## src/hdl/core_pkg.sv

```systemverilog
/*
 * Shared definitions of the RV32I integer core
 * Widths, boot address, opcodes and function codes, ALU operations,
 * Wishbone request and response structs, instruction union, pipeline registers
 */
package core_pkg;

  ////////////////////////////////////////
  // Widths and addresses
  ////////////////////////////////////////

  localparam int unsigned XLEN      = 32;
  localparam int unsigned RF_ADDR_W = 5;
  // First fetch address after reset
  localparam logic [XLEN-1:0] BOOT_ADDR = 32'h0000_0000;

  ////////////////////////////////////////
  // Encodings of the supported subset
  ////////////////////////////////////////

  // Major opcodes
  localparam logic [6:0] OPC_OP     = 7'b0110011;
  localparam logic [6:0] OPC_OP_IMM = 7'b0010011;
  localparam logic [6:0] OPC_LUI    = 7'b0110111;
  localparam logic [6:0] OPC_STORE  = 7'b0100011;

  // funct3, shared by OP and OP_IMM
  localparam logic [2:0] FUNCT3_ADD = 3'b000;
  localparam logic [2:0] FUNCT3_XOR = 3'b100;
  localparam logic [2:0] FUNCT3_OR  = 3'b110;
  localparam logic [2:0] FUNCT3_AND = 3'b111;
  // Word store
  localparam logic [2:0] FUNCT3_SW  = 3'b010;

  // SUB marker in funct7
  localparam logic [6:0] FUNCT7_SUB = 7'b0100000;

  typedef enum logic [2:0] {
    ALU_ADD,
    ALU_SUB,
    ALU_AND,
    ALU_OR,
    ALU_XOR,
    ALU_PASS_B
  } alu_op_e;

  typedef logic [RF_ADDR_W-1:0] rf_addr_t;
  typedef logic [XLEN-1:0]      word_t;

  ////////////////////////////////////////
  // Wishbone classic
  ////////////////////////////////////////

  // Master request, 71 bits
  typedef struct packed {
    logic       cyc;
    logic       stb;
    logic       we;
    word_t      adr;
    word_t      dat;
    logic [3:0] sel;
  } wb_req_t;

  // Slave response, 33 bits
  typedef struct packed {
    logic  ack;
    word_t dat;
  } wb_rsp_t;

  ////////////////////////////////////////
  // Instruction word and pipeline
  ////////////////////////////////////////

  // Same 32 bits seen as R, I or S format
  typedef union packed {
    struct packed {
      logic [6:0] funct7;
      rf_addr_t   rs2;
      rf_addr_t   rs1;
      logic [2:0] funct3;
      rf_addr_t   rd;
      logic [6:0] opcode;
    } r_type;
    struct packed {
      logic [11:0] imm;
      rf_addr_t    rs1;
      logic [2:0]  funct3;
      rf_addr_t    rd;
      logic [6:0]  opcode;
    } i_type;
    struct packed {
      logic [6:0] imm_hi;
      rf_addr_t   rs2;
      rf_addr_t   rs1;
      logic [2:0] funct3;
      logic [4:0] imm_lo;
      logic [6:0] opcode;
    } s_type;
  } instr_u;

  // IF/ID register
  typedef struct packed {
    logic   valid;
    instr_u instr;
  } if_id_t;

  // ID/EX register, operands already resolved
  typedef struct packed {
    logic     valid;
    alu_op_e  alu_op;
    word_t    operand_a;
    word_t    operand_b;
    word_t    store_data;
    rf_addr_t rd;
    logic     rf_we;
    logic     is_store;
  } id_ex_t;

endpackage

```

## src/hdl/core_decode.sv

```systemverilog
/*
 * Decode stage
 * Union view selection, immediates, ALU op mapping,
 * EX to ID forwarding, ID/EX register
 */
`timescale 1ns/1ps

module core_decode (
  input  logic               clk_i,
  input  logic               rst_n_i,

  input  core_pkg::if_id_t   if_id_i,
  output logic               id_ready_o,

  // Register file read ports
  output core_pkg::rf_addr_t rs1_addr_o,
  output core_pkg::rf_addr_t rs2_addr_o,
  input  core_pkg::word_t    rs1_data_i,
  input  core_pkg::word_t    rs2_data_i,

  // Write from execute, same cycle
  input  logic               fwd_we_i,
  input  core_pkg::rf_addr_t fwd_waddr_i,
  input  core_pkg::word_t    fwd_wdata_i,

  input  logic               ex_ready_i,
  output core_pkg::id_ex_t   id_ex_o
);

  import core_pkg::*;

  instr_u  instr;
  id_ex_t  id_ex_d;
  id_ex_t  id_ex_q;
  word_t   rs1_val;
  word_t   rs2_val;
  word_t   imm_i;
  word_t   imm_s;
  word_t   imm_u;
  logic    rs1_fwd;
  logic    rs2_fwd;
  alu_op_e f3_op;
  logic    f3_ok;

  assign instr = if_id_i.instr;

  // rs1 and rs2 sit at the same bits in R and S format
  assign rs1_addr_o = instr.r_type.rs1;
  assign rs2_addr_o = instr.r_type.rs2;

  ////////////////////////////////////////
  // Operand forwarding
  ////////////////////////////////////////

  // x0 never forwarded
  assign rs1_fwd = fwd_we_i & (fwd_waddr_i == instr.r_type.rs1) & (instr.r_type.rs1 != '0);
  assign rs2_fwd = fwd_we_i & (fwd_waddr_i == instr.r_type.rs2) & (instr.r_type.rs2 != '0);

  assign rs1_val = rs1_fwd ? fwd_wdata_i : rs1_data_i;
  assign rs2_val = rs2_fwd ? fwd_wdata_i : rs2_data_i;

  // Sign extended I and S immediates
  assign imm_i = {{(XLEN-12){instr.i_type.imm[11]}}, instr.i_type.imm};
  assign imm_s = {{(XLEN-12){instr.s_type.imm_hi[6]}}, instr.s_type.imm_hi,
                  instr.s_type.imm_lo};
  // LUI upper 20 bits span imm, rs1 and funct3 of the I view
  assign imm_u = {instr.i_type.imm, instr.i_type.rs1, instr.i_type.funct3, 12'b0};

  // funct3 mapping shared by OP and OP_IMM
  always_comb begin
    f3_ok = 1'b1;
    case (instr.i_type.funct3)
      FUNCT3_ADD: f3_op = ALU_ADD;
      FUNCT3_XOR: f3_op = ALU_XOR;
      FUNCT3_OR:  f3_op = ALU_OR;
      FUNCT3_AND: f3_op = ALU_AND;
      default: begin
        f3_op = ALU_ADD;
        f3_ok = 1'b0;
      end
    endcase
  end

  ////////////////////////////////////////
  // Main decoder
  ////////////////////////////////////////

  always_comb begin
    id_ex_d            = '0;
    id_ex_d.valid      = if_id_i.valid;
    id_ex_d.alu_op     = ALU_ADD;
    id_ex_d.operand_a  = rs1_val;
    id_ex_d.operand_b  = rs2_val;
    id_ex_d.store_data = rs2_val;
    id_ex_d.rd         = instr.r_type.rd;
    case (instr.r_type.opcode)
      OPC_OP: begin
        if (instr.r_type.funct7 == FUNCT7_SUB && instr.r_type.funct3 == FUNCT3_ADD) begin
          id_ex_d.alu_op = ALU_SUB;
          id_ex_d.rf_we  = 1'b1;
        end else if (instr.r_type.funct7 == '0) begin
          id_ex_d.alu_op = f3_op;
          id_ex_d.rf_we  = f3_ok;
        end
      end
      OPC_OP_IMM: begin
        id_ex_d.alu_op    = f3_op;
        id_ex_d.operand_b = imm_i;
        id_ex_d.rf_we     = f3_ok;
      end
      OPC_LUI: begin
        id_ex_d.alu_op    = ALU_PASS_B;
        id_ex_d.operand_b = imm_u;
        id_ex_d.rf_we     = 1'b1;
      end
      OPC_STORE: begin
        // Address is rs1 plus S immediate
        if (instr.s_type.funct3 == FUNCT3_SW) begin
          id_ex_d.operand_b = imm_s;
          id_ex_d.is_store  = 1'b1;
        end
      end
      // Anything else passes through as a no-op
      default: ;
    endcase
  end

  // One instruction per stage, so decode moves with execute
  assign id_ready_o = ex_ready_i;

  always_ff @(posedge clk_i) begin
    if (!rst_n_i) begin
      id_ex_q.valid <= 1'b0;
    end else if (ex_ready_i) begin
      id_ex_q <= id_ex_d;
    end
  end

  assign id_ex_o = id_ex_q;

endmodule

```

## src/hdl/core_execute.sv

```systemverilog
/*
 * Execute stage with folded write-back
 * ALU, register file write, Wishbone classic store master
 */
`timescale 1ns/1ps

module core_execute (
  input  logic               clk_i,
  input  logic               rst_n_i,

  input  core_pkg::id_ex_t   id_ex_i,
  output logic               ex_ready_o,

  // Data bus, word stores only
  output core_pkg::wb_req_t  dbus_req_o,
  input  core_pkg::wb_rsp_t  dbus_rsp_i,

  // Register file write, also the forwarding source
  output logic               rf_we_o,
  output core_pkg::rf_addr_t rf_waddr_o,
  output core_pkg::word_t    rf_wdata_o
);

  import core_pkg::*;

  word_t alu_result;
  logic  store_pending;
  logic  dbus_ack;
  logic  store_done_q;

  ////////////////////////////////////////
  // ALU
  ////////////////////////////////////////

  // Also the store address adder
  always_comb begin
    case (id_ex_i.alu_op)
      ALU_ADD:    alu_result = id_ex_i.operand_a + id_ex_i.operand_b;
      ALU_SUB:    alu_result = id_ex_i.operand_a - id_ex_i.operand_b;
      ALU_AND:    alu_result = id_ex_i.operand_a & id_ex_i.operand_b;
      ALU_OR:     alu_result = id_ex_i.operand_a | id_ex_i.operand_b;
      ALU_XOR:    alu_result = id_ex_i.operand_a ^ id_ex_i.operand_b;
      ALU_PASS_B: alu_result = id_ex_i.operand_b;
      default:    alu_result = '0;
    endcase
  end

  ////////////////////////////////////////
  // Store master
  ////////////////////////////////////////

  // Store waiting for ack
  // Masked for one cycle after an ack so cyc drops between stores
  assign store_pending = id_ex_i.valid & id_ex_i.is_store & ~store_done_q;
  assign dbus_ack      = store_pending & dbus_rsp_i.ack;

  always_ff @(posedge clk_i) begin
    if (!rst_n_i) begin
      store_done_q <= 1'b0;
    end else begin
      store_done_q <= dbus_ack;
    end
  end

  // Request comes straight from ID/EX, stable while the stage is held
  always_comb begin
    dbus_req_o     = '0;
    dbus_req_o.cyc = store_pending;
    dbus_req_o.stb = store_pending;
    dbus_req_o.we  = 1'b1;
    dbus_req_o.adr = alu_result;
    dbus_req_o.dat = id_ex_i.store_data;
    dbus_req_o.sel = 4'hF;
  end

  // Empty or ALU op leaves at once, a store only with its ack
  assign ex_ready_o = ~id_ex_i.valid | ~id_ex_i.is_store | dbus_ack;

  ////////////////////////////////////////
  // Write-back
  ////////////////////////////////////////

  // Written on the edge the instruction leaves execute
  assign rf_we_o    = id_ex_i.valid & id_ex_i.rf_we & ~id_ex_i.is_store;
  assign rf_waddr_o = id_ex_i.rd;
  assign rf_wdata_o = alu_result;

endmodule

```

## src/hdl/core_fetch.sv

```systemverilog
/*
 * Instruction fetch stage
 * Sequential program counter, Wishbone classic read master, IF/ID register
 */
`timescale 1ns/1ps

module core_fetch (
  input  logic              clk_i,
  input  logic              rst_n_i,
  input  logic              fetch_enable_i,

  // Instruction bus
  output core_pkg::wb_req_t ibus_req_o,
  input  core_pkg::wb_rsp_t ibus_rsp_i,

  // Towards decode
  input  logic              id_ready_i,
  output core_pkg::if_id_t  if_id_o
);

  import core_pkg::*;

  word_t  pc_q;
  logic   cyc_q;
  if_id_t if_id_q;
  logic   fetch_ack;
  logic   fetch_start;

  // Transfer ends on the edge that sees ack
  assign fetch_ack = cyc_q & ibus_rsp_i.ack;

  // New read only if IF/ID is empty or drains on this edge
  // The cyc_q term keeps one idle cycle after every ack
  assign fetch_start = ~cyc_q & fetch_enable_i & (~if_id_q.valid | id_ready_i);

  ////////////////////////////////////////
  // PC and bus cycle
  ////////////////////////////////////////

  always_ff @(posedge clk_i) begin
    if (!rst_n_i) begin
      cyc_q <= 1'b0;
      pc_q  <= BOOT_ADDR;
    end else begin
      if (fetch_start) begin
        cyc_q <= 1'b1;
      end else if (fetch_ack) begin
        cyc_q <= 1'b0;
      end
      // Strictly sequential, no branches
      if (fetch_ack) begin
        pc_q <= pc_q + XLEN'(4);
      end
    end
  end

  // Read only, full word, request held until ack
  always_comb begin
    ibus_req_o     = '0;
    ibus_req_o.cyc = cyc_q;
    ibus_req_o.stb = cyc_q;
    ibus_req_o.we  = 1'b0;
    ibus_req_o.adr = pc_q;
    ibus_req_o.sel = 4'hF;
  end

  ////////////////////////////////////////
  // IF/ID register
  ////////////////////////////////////////

  // IF/ID is always empty by the time ack comes back
  always_ff @(posedge clk_i) begin
    if (!rst_n_i) begin
      if_id_q.valid <= 1'b0;
    end else if (fetch_ack) begin
      if_id_q.valid <= 1'b1;
      if_id_q.instr <= ibus_rsp_i.dat;
    end else if (id_ready_i) begin
      // Decode took the word
      if_id_q.valid <= 1'b0;
    end
  end

  assign if_id_o = if_id_q;

endmodule

```

## src/hdl/core_regfile.sv

```systemverilog
/*
 * Integer register file
 * x1 to x31, two asynchronous read ports, one write port, x0 reads zero
 */
`timescale 1ns/1ps

module core_regfile (
  input  logic               clk_i,
  input  logic               rst_n_i,

  input  core_pkg::rf_addr_t raddr_a_i,
  input  core_pkg::rf_addr_t raddr_b_i,
  output core_pkg::word_t    rdata_a_o,
  output core_pkg::word_t    rdata_b_o,

  input  logic               we_i,
  input  core_pkg::rf_addr_t waddr_i,
  input  core_pkg::word_t    wdata_i
);

  import core_pkg::*;

  localparam int unsigned NUM_REGS = 2 ** RF_ADDR_W;

  // No storage behind x0
  word_t regs_q [1:NUM_REGS-1];

  always_ff @(posedge clk_i) begin
    if (!rst_n_i) begin
      for (int i = 1; i < NUM_REGS; i++) begin
        regs_q[i] <= '0;
      end
    end else if (we_i && waddr_i != '0) begin
      regs_q[waddr_i] <= wdata_i;
    end
  end

  // Index 0 is hardwired zero
  assign rdata_a_o = (raddr_a_i == '0) ? '0 : regs_q[raddr_a_i];
  assign rdata_b_o = (raddr_b_i == '0) ? '0 : regs_q[raddr_b_i];

endmodule

```

## src/hdl/core_top.sv

```systemverilog
/*
 * Top level of the RV32I integer core
 * Fetch, decode, execute and the register file
 */
`timescale 1ns/1ps

module core_top (
  input  logic              clk_i,
  input  logic              rst_n_i,
  input  logic              fetch_enable_i,

  // Instruction bus
  output core_pkg::wb_req_t ibus_req_o,
  input  core_pkg::wb_rsp_t ibus_rsp_i,

  // Data bus
  output core_pkg::wb_req_t dbus_req_o,
  input  core_pkg::wb_rsp_t dbus_rsp_i
);

  import core_pkg::*;

  // Pipeline registers
  if_id_t   if_id;
  id_ex_t   id_ex;

  // Stage handshakes
  logic     id_ready;
  logic     ex_ready;

  // Register file reads from decode
  rf_addr_t rs1_addr;
  rf_addr_t rs2_addr;
  word_t    rs1_data;
  word_t    rs2_data;

  // Register file write from execute, forwarded to decode
  logic     rf_we;
  rf_addr_t rf_waddr;
  word_t    rf_wdata;

  ////////////////////////////////////////
  // Fetch
  ////////////////////////////////////////

  core_fetch fetch_i (
    .clk_i          ( clk_i          ),
    .rst_n_i        ( rst_n_i        ),
    .fetch_enable_i ( fetch_enable_i ),
    .ibus_req_o     ( ibus_req_o     ),
    .ibus_rsp_i     ( ibus_rsp_i     ),
    .id_ready_i     ( id_ready       ),
    .if_id_o        ( if_id          )
  );

  ////////////////////////////////////////
  // Decode
  ////////////////////////////////////////

  core_decode decode_i (
    .clk_i       ( clk_i    ),
    .rst_n_i     ( rst_n_i  ),
    .if_id_i     ( if_id    ),
    .id_ready_o  ( id_ready ),
    .rs1_addr_o  ( rs1_addr ),
    .rs2_addr_o  ( rs2_addr ),
    .rs1_data_i  ( rs1_data ),
    .rs2_data_i  ( rs2_data ),
    .fwd_we_i    ( rf_we    ),
    .fwd_waddr_i ( rf_waddr ),
    .fwd_wdata_i ( rf_wdata ),
    .ex_ready_i  ( ex_ready ),
    .id_ex_o     ( id_ex    )
  );

  core_regfile regfile_i (
    .clk_i     ( clk_i    ),
    .rst_n_i   ( rst_n_i  ),
    .raddr_a_i ( rs1_addr ),
    .raddr_b_i ( rs2_addr ),
    .rdata_a_o ( rs1_data ),
    .rdata_b_o ( rs2_data ),
    .we_i      ( rf_we    ),
    .waddr_i   ( rf_waddr ),
    .wdata_i   ( rf_wdata )
  );

  ////////////////////////////////////////
  // Execute and write-back
  ////////////////////////////////////////

  core_execute execute_i (
    .clk_i      ( clk_i      ),
    .rst_n_i    ( rst_n_i    ),
    .id_ex_i    ( id_ex      ),
    .ex_ready_o ( ex_ready   ),
    .dbus_req_o ( dbus_req_o ),
    .dbus_rsp_i ( dbus_rsp_i ),
    .rf_we_o    ( rf_we      ),
    .rf_waddr_o ( rf_waddr   ),
    .rf_wdata_o ( rf_wdata   )
  );

endmodule

```

## config.mk

```make
export PLATFORM = sky130hd
export DESIGN_NAME = core_top
export DESIGN_NICKNAME = d
export VERILOG_FILES = /design/src/hdl/core_pkg.sv /design/src/hdl/core_decode.sv /design/src/hdl/core_execute.sv /design/src/hdl/core_fetch.sv /design/src/hdl/core_regfile.sv /design/src/hdl/core_top.sv
export SDC_FILE = /design/constraint.sdc
export NUM_CORES = 2
export LEC_CHECK = 0
export ABC_CLOCK_PERIOD_IN_PS = 6230
export BUFFER_PORTS_ARGS = -buffer_cell sky130_fd_sc_hd__buf_2
export CORE_MARGIN = 8
export CORE_UTILIZATION = 55
export DETAILED_ROUTE_END_ITERATION = 12
export PLACE_DENSITY_LB_ADDON = 0.08
export SYNTH_ARGS = -nofsm -noshare
export SYNTH_HDL_FRONTEND = slang
export SYNTH_SLANG_ARGS = --single-unit
```

## constraint.sdc

```tcl
create_clock -name clk_i -period 6.23 [get_ports clk_i]
set_input_delay 0.623 -clock clk_i [delete_from_list [all_inputs] [get_ports clk_i]]
set_output_delay 0.623 -clock clk_i [all_outputs]
set_load 0.05 [all_outputs]
```

; Word-level counts from Yosys, hierarchy flattened
; Memories as Yosys holds them, arrays and structs flattened. A register that Yosys moved wholly into a read port is not among the register bits.
; Index checks and enable logic that the tools add are counted.
; Widths: inputs -> output; s select.
[totals]
ff_bits = 174
mem_bits_rw = 992
out_inout_bits = 142
elab_cells = 101
mem_bits_ro = 0
latchBits = 0
inputBits = 69
mem_count = 1
[classes]
muxes = 29
n_div = 0
n_bitwise = 23
n_reduce_logical = 16
n_addsub = 3
eq_ne = 16
magnitude_cmp = 0
n_shift = 0
mul = 0
[memory_table]
columns = name, depth, word_bits, read_ports, rd_clocked_by_memory_dff, write_ports, line_no
row1 = regfile_i.regs_q, 31, 32, 2, 2, 31, core_regfile.sv:26  ; word_t regs_q [1:NUM_REGS-1];
[ops]
columns = operator, count
row1 = $mux 32, 6
row2 = $pmux 32 s6, 1
row3 = $pmux 32 s3, 1
row4 = $add 32x3->32 const B, 1
row5 = $add 32x32->32, 1
row6 = $and 32x32->32, 1
row7 = $or 32x32->32, 1
row8 = $reduce_or 32->1, 1
row9 = $sub 32x32->32, 1
row10 = $xor 32x32->32, 1
row11 = $eq 7x6->1 const B, 4
row12 = $pmux 3 s3, 2
row13 = $eq 3x3->1 const B, 5
row14 = $mux 5, 3
row15 = $reduce_bool 5->1, 3
row16 = $mux 1, 13
row17 = $and 1x1->1, 12
row18 = $eq 5x5->1, 2
row19 = $logic_not 5->1, 2
row20 = $eq 3x2->1 const B, 3
row21 = $eq 7x5->1 const B, 1
row22 = $logic_not 7->1, 1
row23 = $logic_not 3->1, 2
row24 = $mux 3, 2
row25 = other kinds (8), 17

; Depth between registers and ports, before layout
[depth]
ltp_word = 8
depth_mapped = 20

; Hierarchy
; A second synthesis with hierarchy kept.
[unflattened]
hier_cells = 4751
area_unflattened_um2 = 66711.5
[modules_own_cells]
columns = mod, cells_per_inst, instances, area_per_inst_um2, seq_area_each_um2
row1 = core_regfile, 3505, 1, 54214.5, 30749.5
row2 = core_decode, 285, 1, 4882.2, 3203.1
row3 = core_execute, 714, 1, 4844.6, 20.0
row4 = core_fetch, 247, 1, 2770.2, 1601.5

; Least setup slack after synthesis
; OpenSTA, ideal clock, no wires.
[synth_path]
kind = input-to-reg
start = input port rst_n_i
end = register decode_i.id_ex_q, in the netlist decode_i.id_ex_o[0], enable pin
stages = 3
t_required_ns = 5.646
path_buffers = 2
setup_slack_ns = -0.144
arrival_ns = 5.790
cell_sequence = clkbuf_1 -> clkbuf_1 -> nor2b_1
[synth_between]
elab_chain_cells = 1
[synth_rtl]
columns = item, line_no
row1 = from (decl), core_top.sv:9  ; input logic rst_n_i,
row2 = $reduce_and 2->1 (no line), n/a
row3 = to (signal assigned), core_decode.sv:135  ; id_ex_q <= id_ex_d;
row4 = to (decl), core_decode.sv:34  ; id_ex_t id_ex_q;
; Every way passes these cells.
; A chain may end at the register's enable or synchronous reset.

==> qor.yml <==
pwr_density_cell_nw_per_um2: 289
die-width_um: 357
synth_edf_count: 1162
max-cap-violations: 0
synth_area_sq_um: 63900
ios: 211
path_clk_slew_ps: 60
gp_congestion: 0.961
timing.final.crit_period_ps: 6020
overflow: 0
combPwrFrac: 0.161
syn2layout_area_growth_pct: 10.8
drtIter0Drc: 5746
power_frac_seq: 0.463
setup_violations: 0
drc_errors: 0
cpPeakStageDelay_ps: 620
vdd_drop_max_v: 0.000294
status: "completed"
ys_seq_area_frac: 0.560
p_switching_w: 0.00580
finalNetCount: 4696
cts_max_path_buffers: 3
initial_core_util: 0.552
power.share.switching: 0.283
vias: 42100
cp_common_cell: "xnor2_1"
wl_met2_um: 98500
antenna_found_initial: 8
cts-root-buf: "clkbuf_16"
slowest_stage: "or4_4"
drt-pass1-iter-count: 5
min_period_over_period: 0.967
arrival_ps: 5400
cts_buffers: 134
dr.max_layer_used: "met4"
vias_per_cell: 6.85
ant_nets: 0
critPathKind: "register to output pin"
maxSlewHeadroom: 0.194
cp-end-kind: "output pin"
fin_skew_ps: 26.1
dieArea_sq_um: 127000
m1WireLength_um: 76600
cp.required_ps: 5610
rows: 125
holdWs_ps: 56.1
tightestPinTransition_ps: 1200
core_sq_um: 116000
drive_gt1_frac: 0.282
cp_num_buf_inv: 2
track_usage: 0.329
fp.dieH_um: 357
cp_max_fo: 7
fmax_ghz: 0.166
cts_sinks: 1206
dr_wl_met3_um: 26300
htree_levels: 4
cts_tree: "yes"
crit_family: "simple AND/OR/NAND/NOR gates"
hold_path_class: "input pin to register"
ys.flop_type: "edfxtp_1"
routed_wl_um: 211000
hold_violations: 0
final_core_util: 0.612
wl_per_cell_um: 34.3
synth_cell_types: 77
internal_power_w: 0.0147
cp_cell_sequence: "or4_4, nor2_1, a41oi_1, xnor2_1, ha_1, nand3_1, or3_1, a2111o_1, a211oi_2, o32ai_1, xnor2_1, a211oi_4, inv_1, clkbuf_4"
clock_power_share: 0.376
grt_first_pass_wirelength_um: 299000
yosysWarningCount: 0
syn_inst: 4506
ys_ff_latch: 1206
grt_max_degree: 100
syn_avg_cell_area_sq_um: 14.2
ys_async_sr_fraction: 0
grt_pass1_vias: 41800
slew_viol_final: 0
hpwl_um: 128000
io_buffers: 134
p_leak_nw: 25.7
clock_latency_ps: 760
start_kind: "register"
cell usage in the layout, fill, tap and decap left out, drive strengths merged, types with 44 or more instances in the layout:
cell    synthesis  layout
clkinv          0      46
nor2         1045    1045
dfxtp          44      44
clkbuf        324     170
o21ai          71      71
ha             97      97
nand2         199     199
edfxtp       1162    1162
xnor2          63      63
inv           119     127
mux4          640     640
a21oi          88      88
conb            2      76
buf           164     298
synth_stat cells, types with 12 or more instances:
cell      instances  area share
nand4_1          20      0.0020
nor3_1           24      0.0019
inv_1           119      0.0070
buf_2            21      0.0016
ha_1             97       0.019
nand3_1          20      0.0016
xnor2_1          63      0.0086
xor2_1           21      0.0029
o211ai_1         23      0.0027
a21o_1           16      0.0019
nand2_1         199       0.012
o21ai_0          69      0.0054
mux2_2           42      0.0074
a31oi_1          12      0.0012
a22oi_1          23      0.0027
a21oi_1          88      0.0069
buf_1            63      0.0037
clkbuf_1        324       0.019
and2_1           35      0.0034
nor2_1         1045       0.061
edfxtp_1       1162        0.55
mux2i_1          35      0.0055
mux4_2          640        0.23
and3_1           13      0.0013
o22ai_1          31      0.0030
buf_4            80      0.0094
nand2b_1         12      0.0012
dfxtp_1          44       0.014
final timing paths:
path	start	end	slack (ps)	depth (start not counted)
setup reg to reg	decode_i.id_ex_o[43]	decode_i.id_ex_o[70]	760	15
setup / recovery	decode_i.id_ex_o[43]	dbus_req_o[59]	210	14
hold reg to reg	fetch_i.if_id_o[7]	decode_i.id_ex_o[2]	470	0
hold / removal	ibus_rsp_i[4]	fetch_i.if_id_o[4]	60	1
power groups by stage:
stage	clock, W	sequential (W)	combinational [W]
after CTS	0.00777	0.00948	0.00323
after detailed placement	0	0.00964	0.00322
after global placement	0	0.00962	0.00320
after floorplan	0	0.00952	0.00216
final	0.00771	0.00948	0.00330
after global routing	0.00805	0.00952	0.00346
flip-flops by register name, indices dropped and copies added, names as in the netlist, named ones only:
register,count
execute_i.store_done_q,1
fetch_i.cyc_q,1
fetch_i.pc_q,30
decode_i.id_ex_o,107
fetch_i.if_id_o,33
regfile_i.regs_q,1024
kinds of logic after synthesis:
logic type / Yosys count / share of synthesized area
xor+xnor: 84 / 0.0115
other cells: 2 / 0.000118
compound gates: 370 / 0.0393
fa+ha+maj: 98 / 0.0193
buf+inv: 607 / 0.0408
mux: 717 / 0.238
flops: 1206 / 0.560
simple gates: 1422 / 0.0907
layout make-up:
type	count	area, sq um
tap	1524	1910
antenna	1	2.50
sequential	1206	35800
timing repair buffer	301	2120
fill	8828	44900
clock buffer	167	3510
multi-input combinational	2767	26400
clock inverter	65	627
inverter	119	447
metal layers:
| layer | up-vias | track usage |
|---|---|---|
| met5 | - | 0 |
| met4 | 0 | 0.129 |
| met3 | 537 | 0.0858 |
| met2 | 2808 | 0.521 |
| met1 | 21700 | 0.440 |
| li1 | 17000 | - |
stage by stage:
stage | total power, W | setup slack (ps) | TNS, ps | instances | area, sq um
floorplan | 0.0117 | 1030 | 0 | 4580 | 64200
global placement | 0.0128 | 616 | 0 | 5908 | 66500
detailed placement | 0.0129 | 584 | 0 | 5908 | 66500
CTS | 0.0205 | 5.91 | 0 | 6140 | 70700
global route | 0.0210 | -16.3 | -16.3 | 6150 | 70800
finish | 0.0205 | 206 | 0 | 6150 | 70800
what timing repair did:
action                     CTS  global route
gates resized for setup      3            18
hold buffers                 0             0
pin swaps                    0             5
setup endpoints to repair    7             7
setup buffers                0             9
Note: power is estimated with default switching activity, not from simulation.
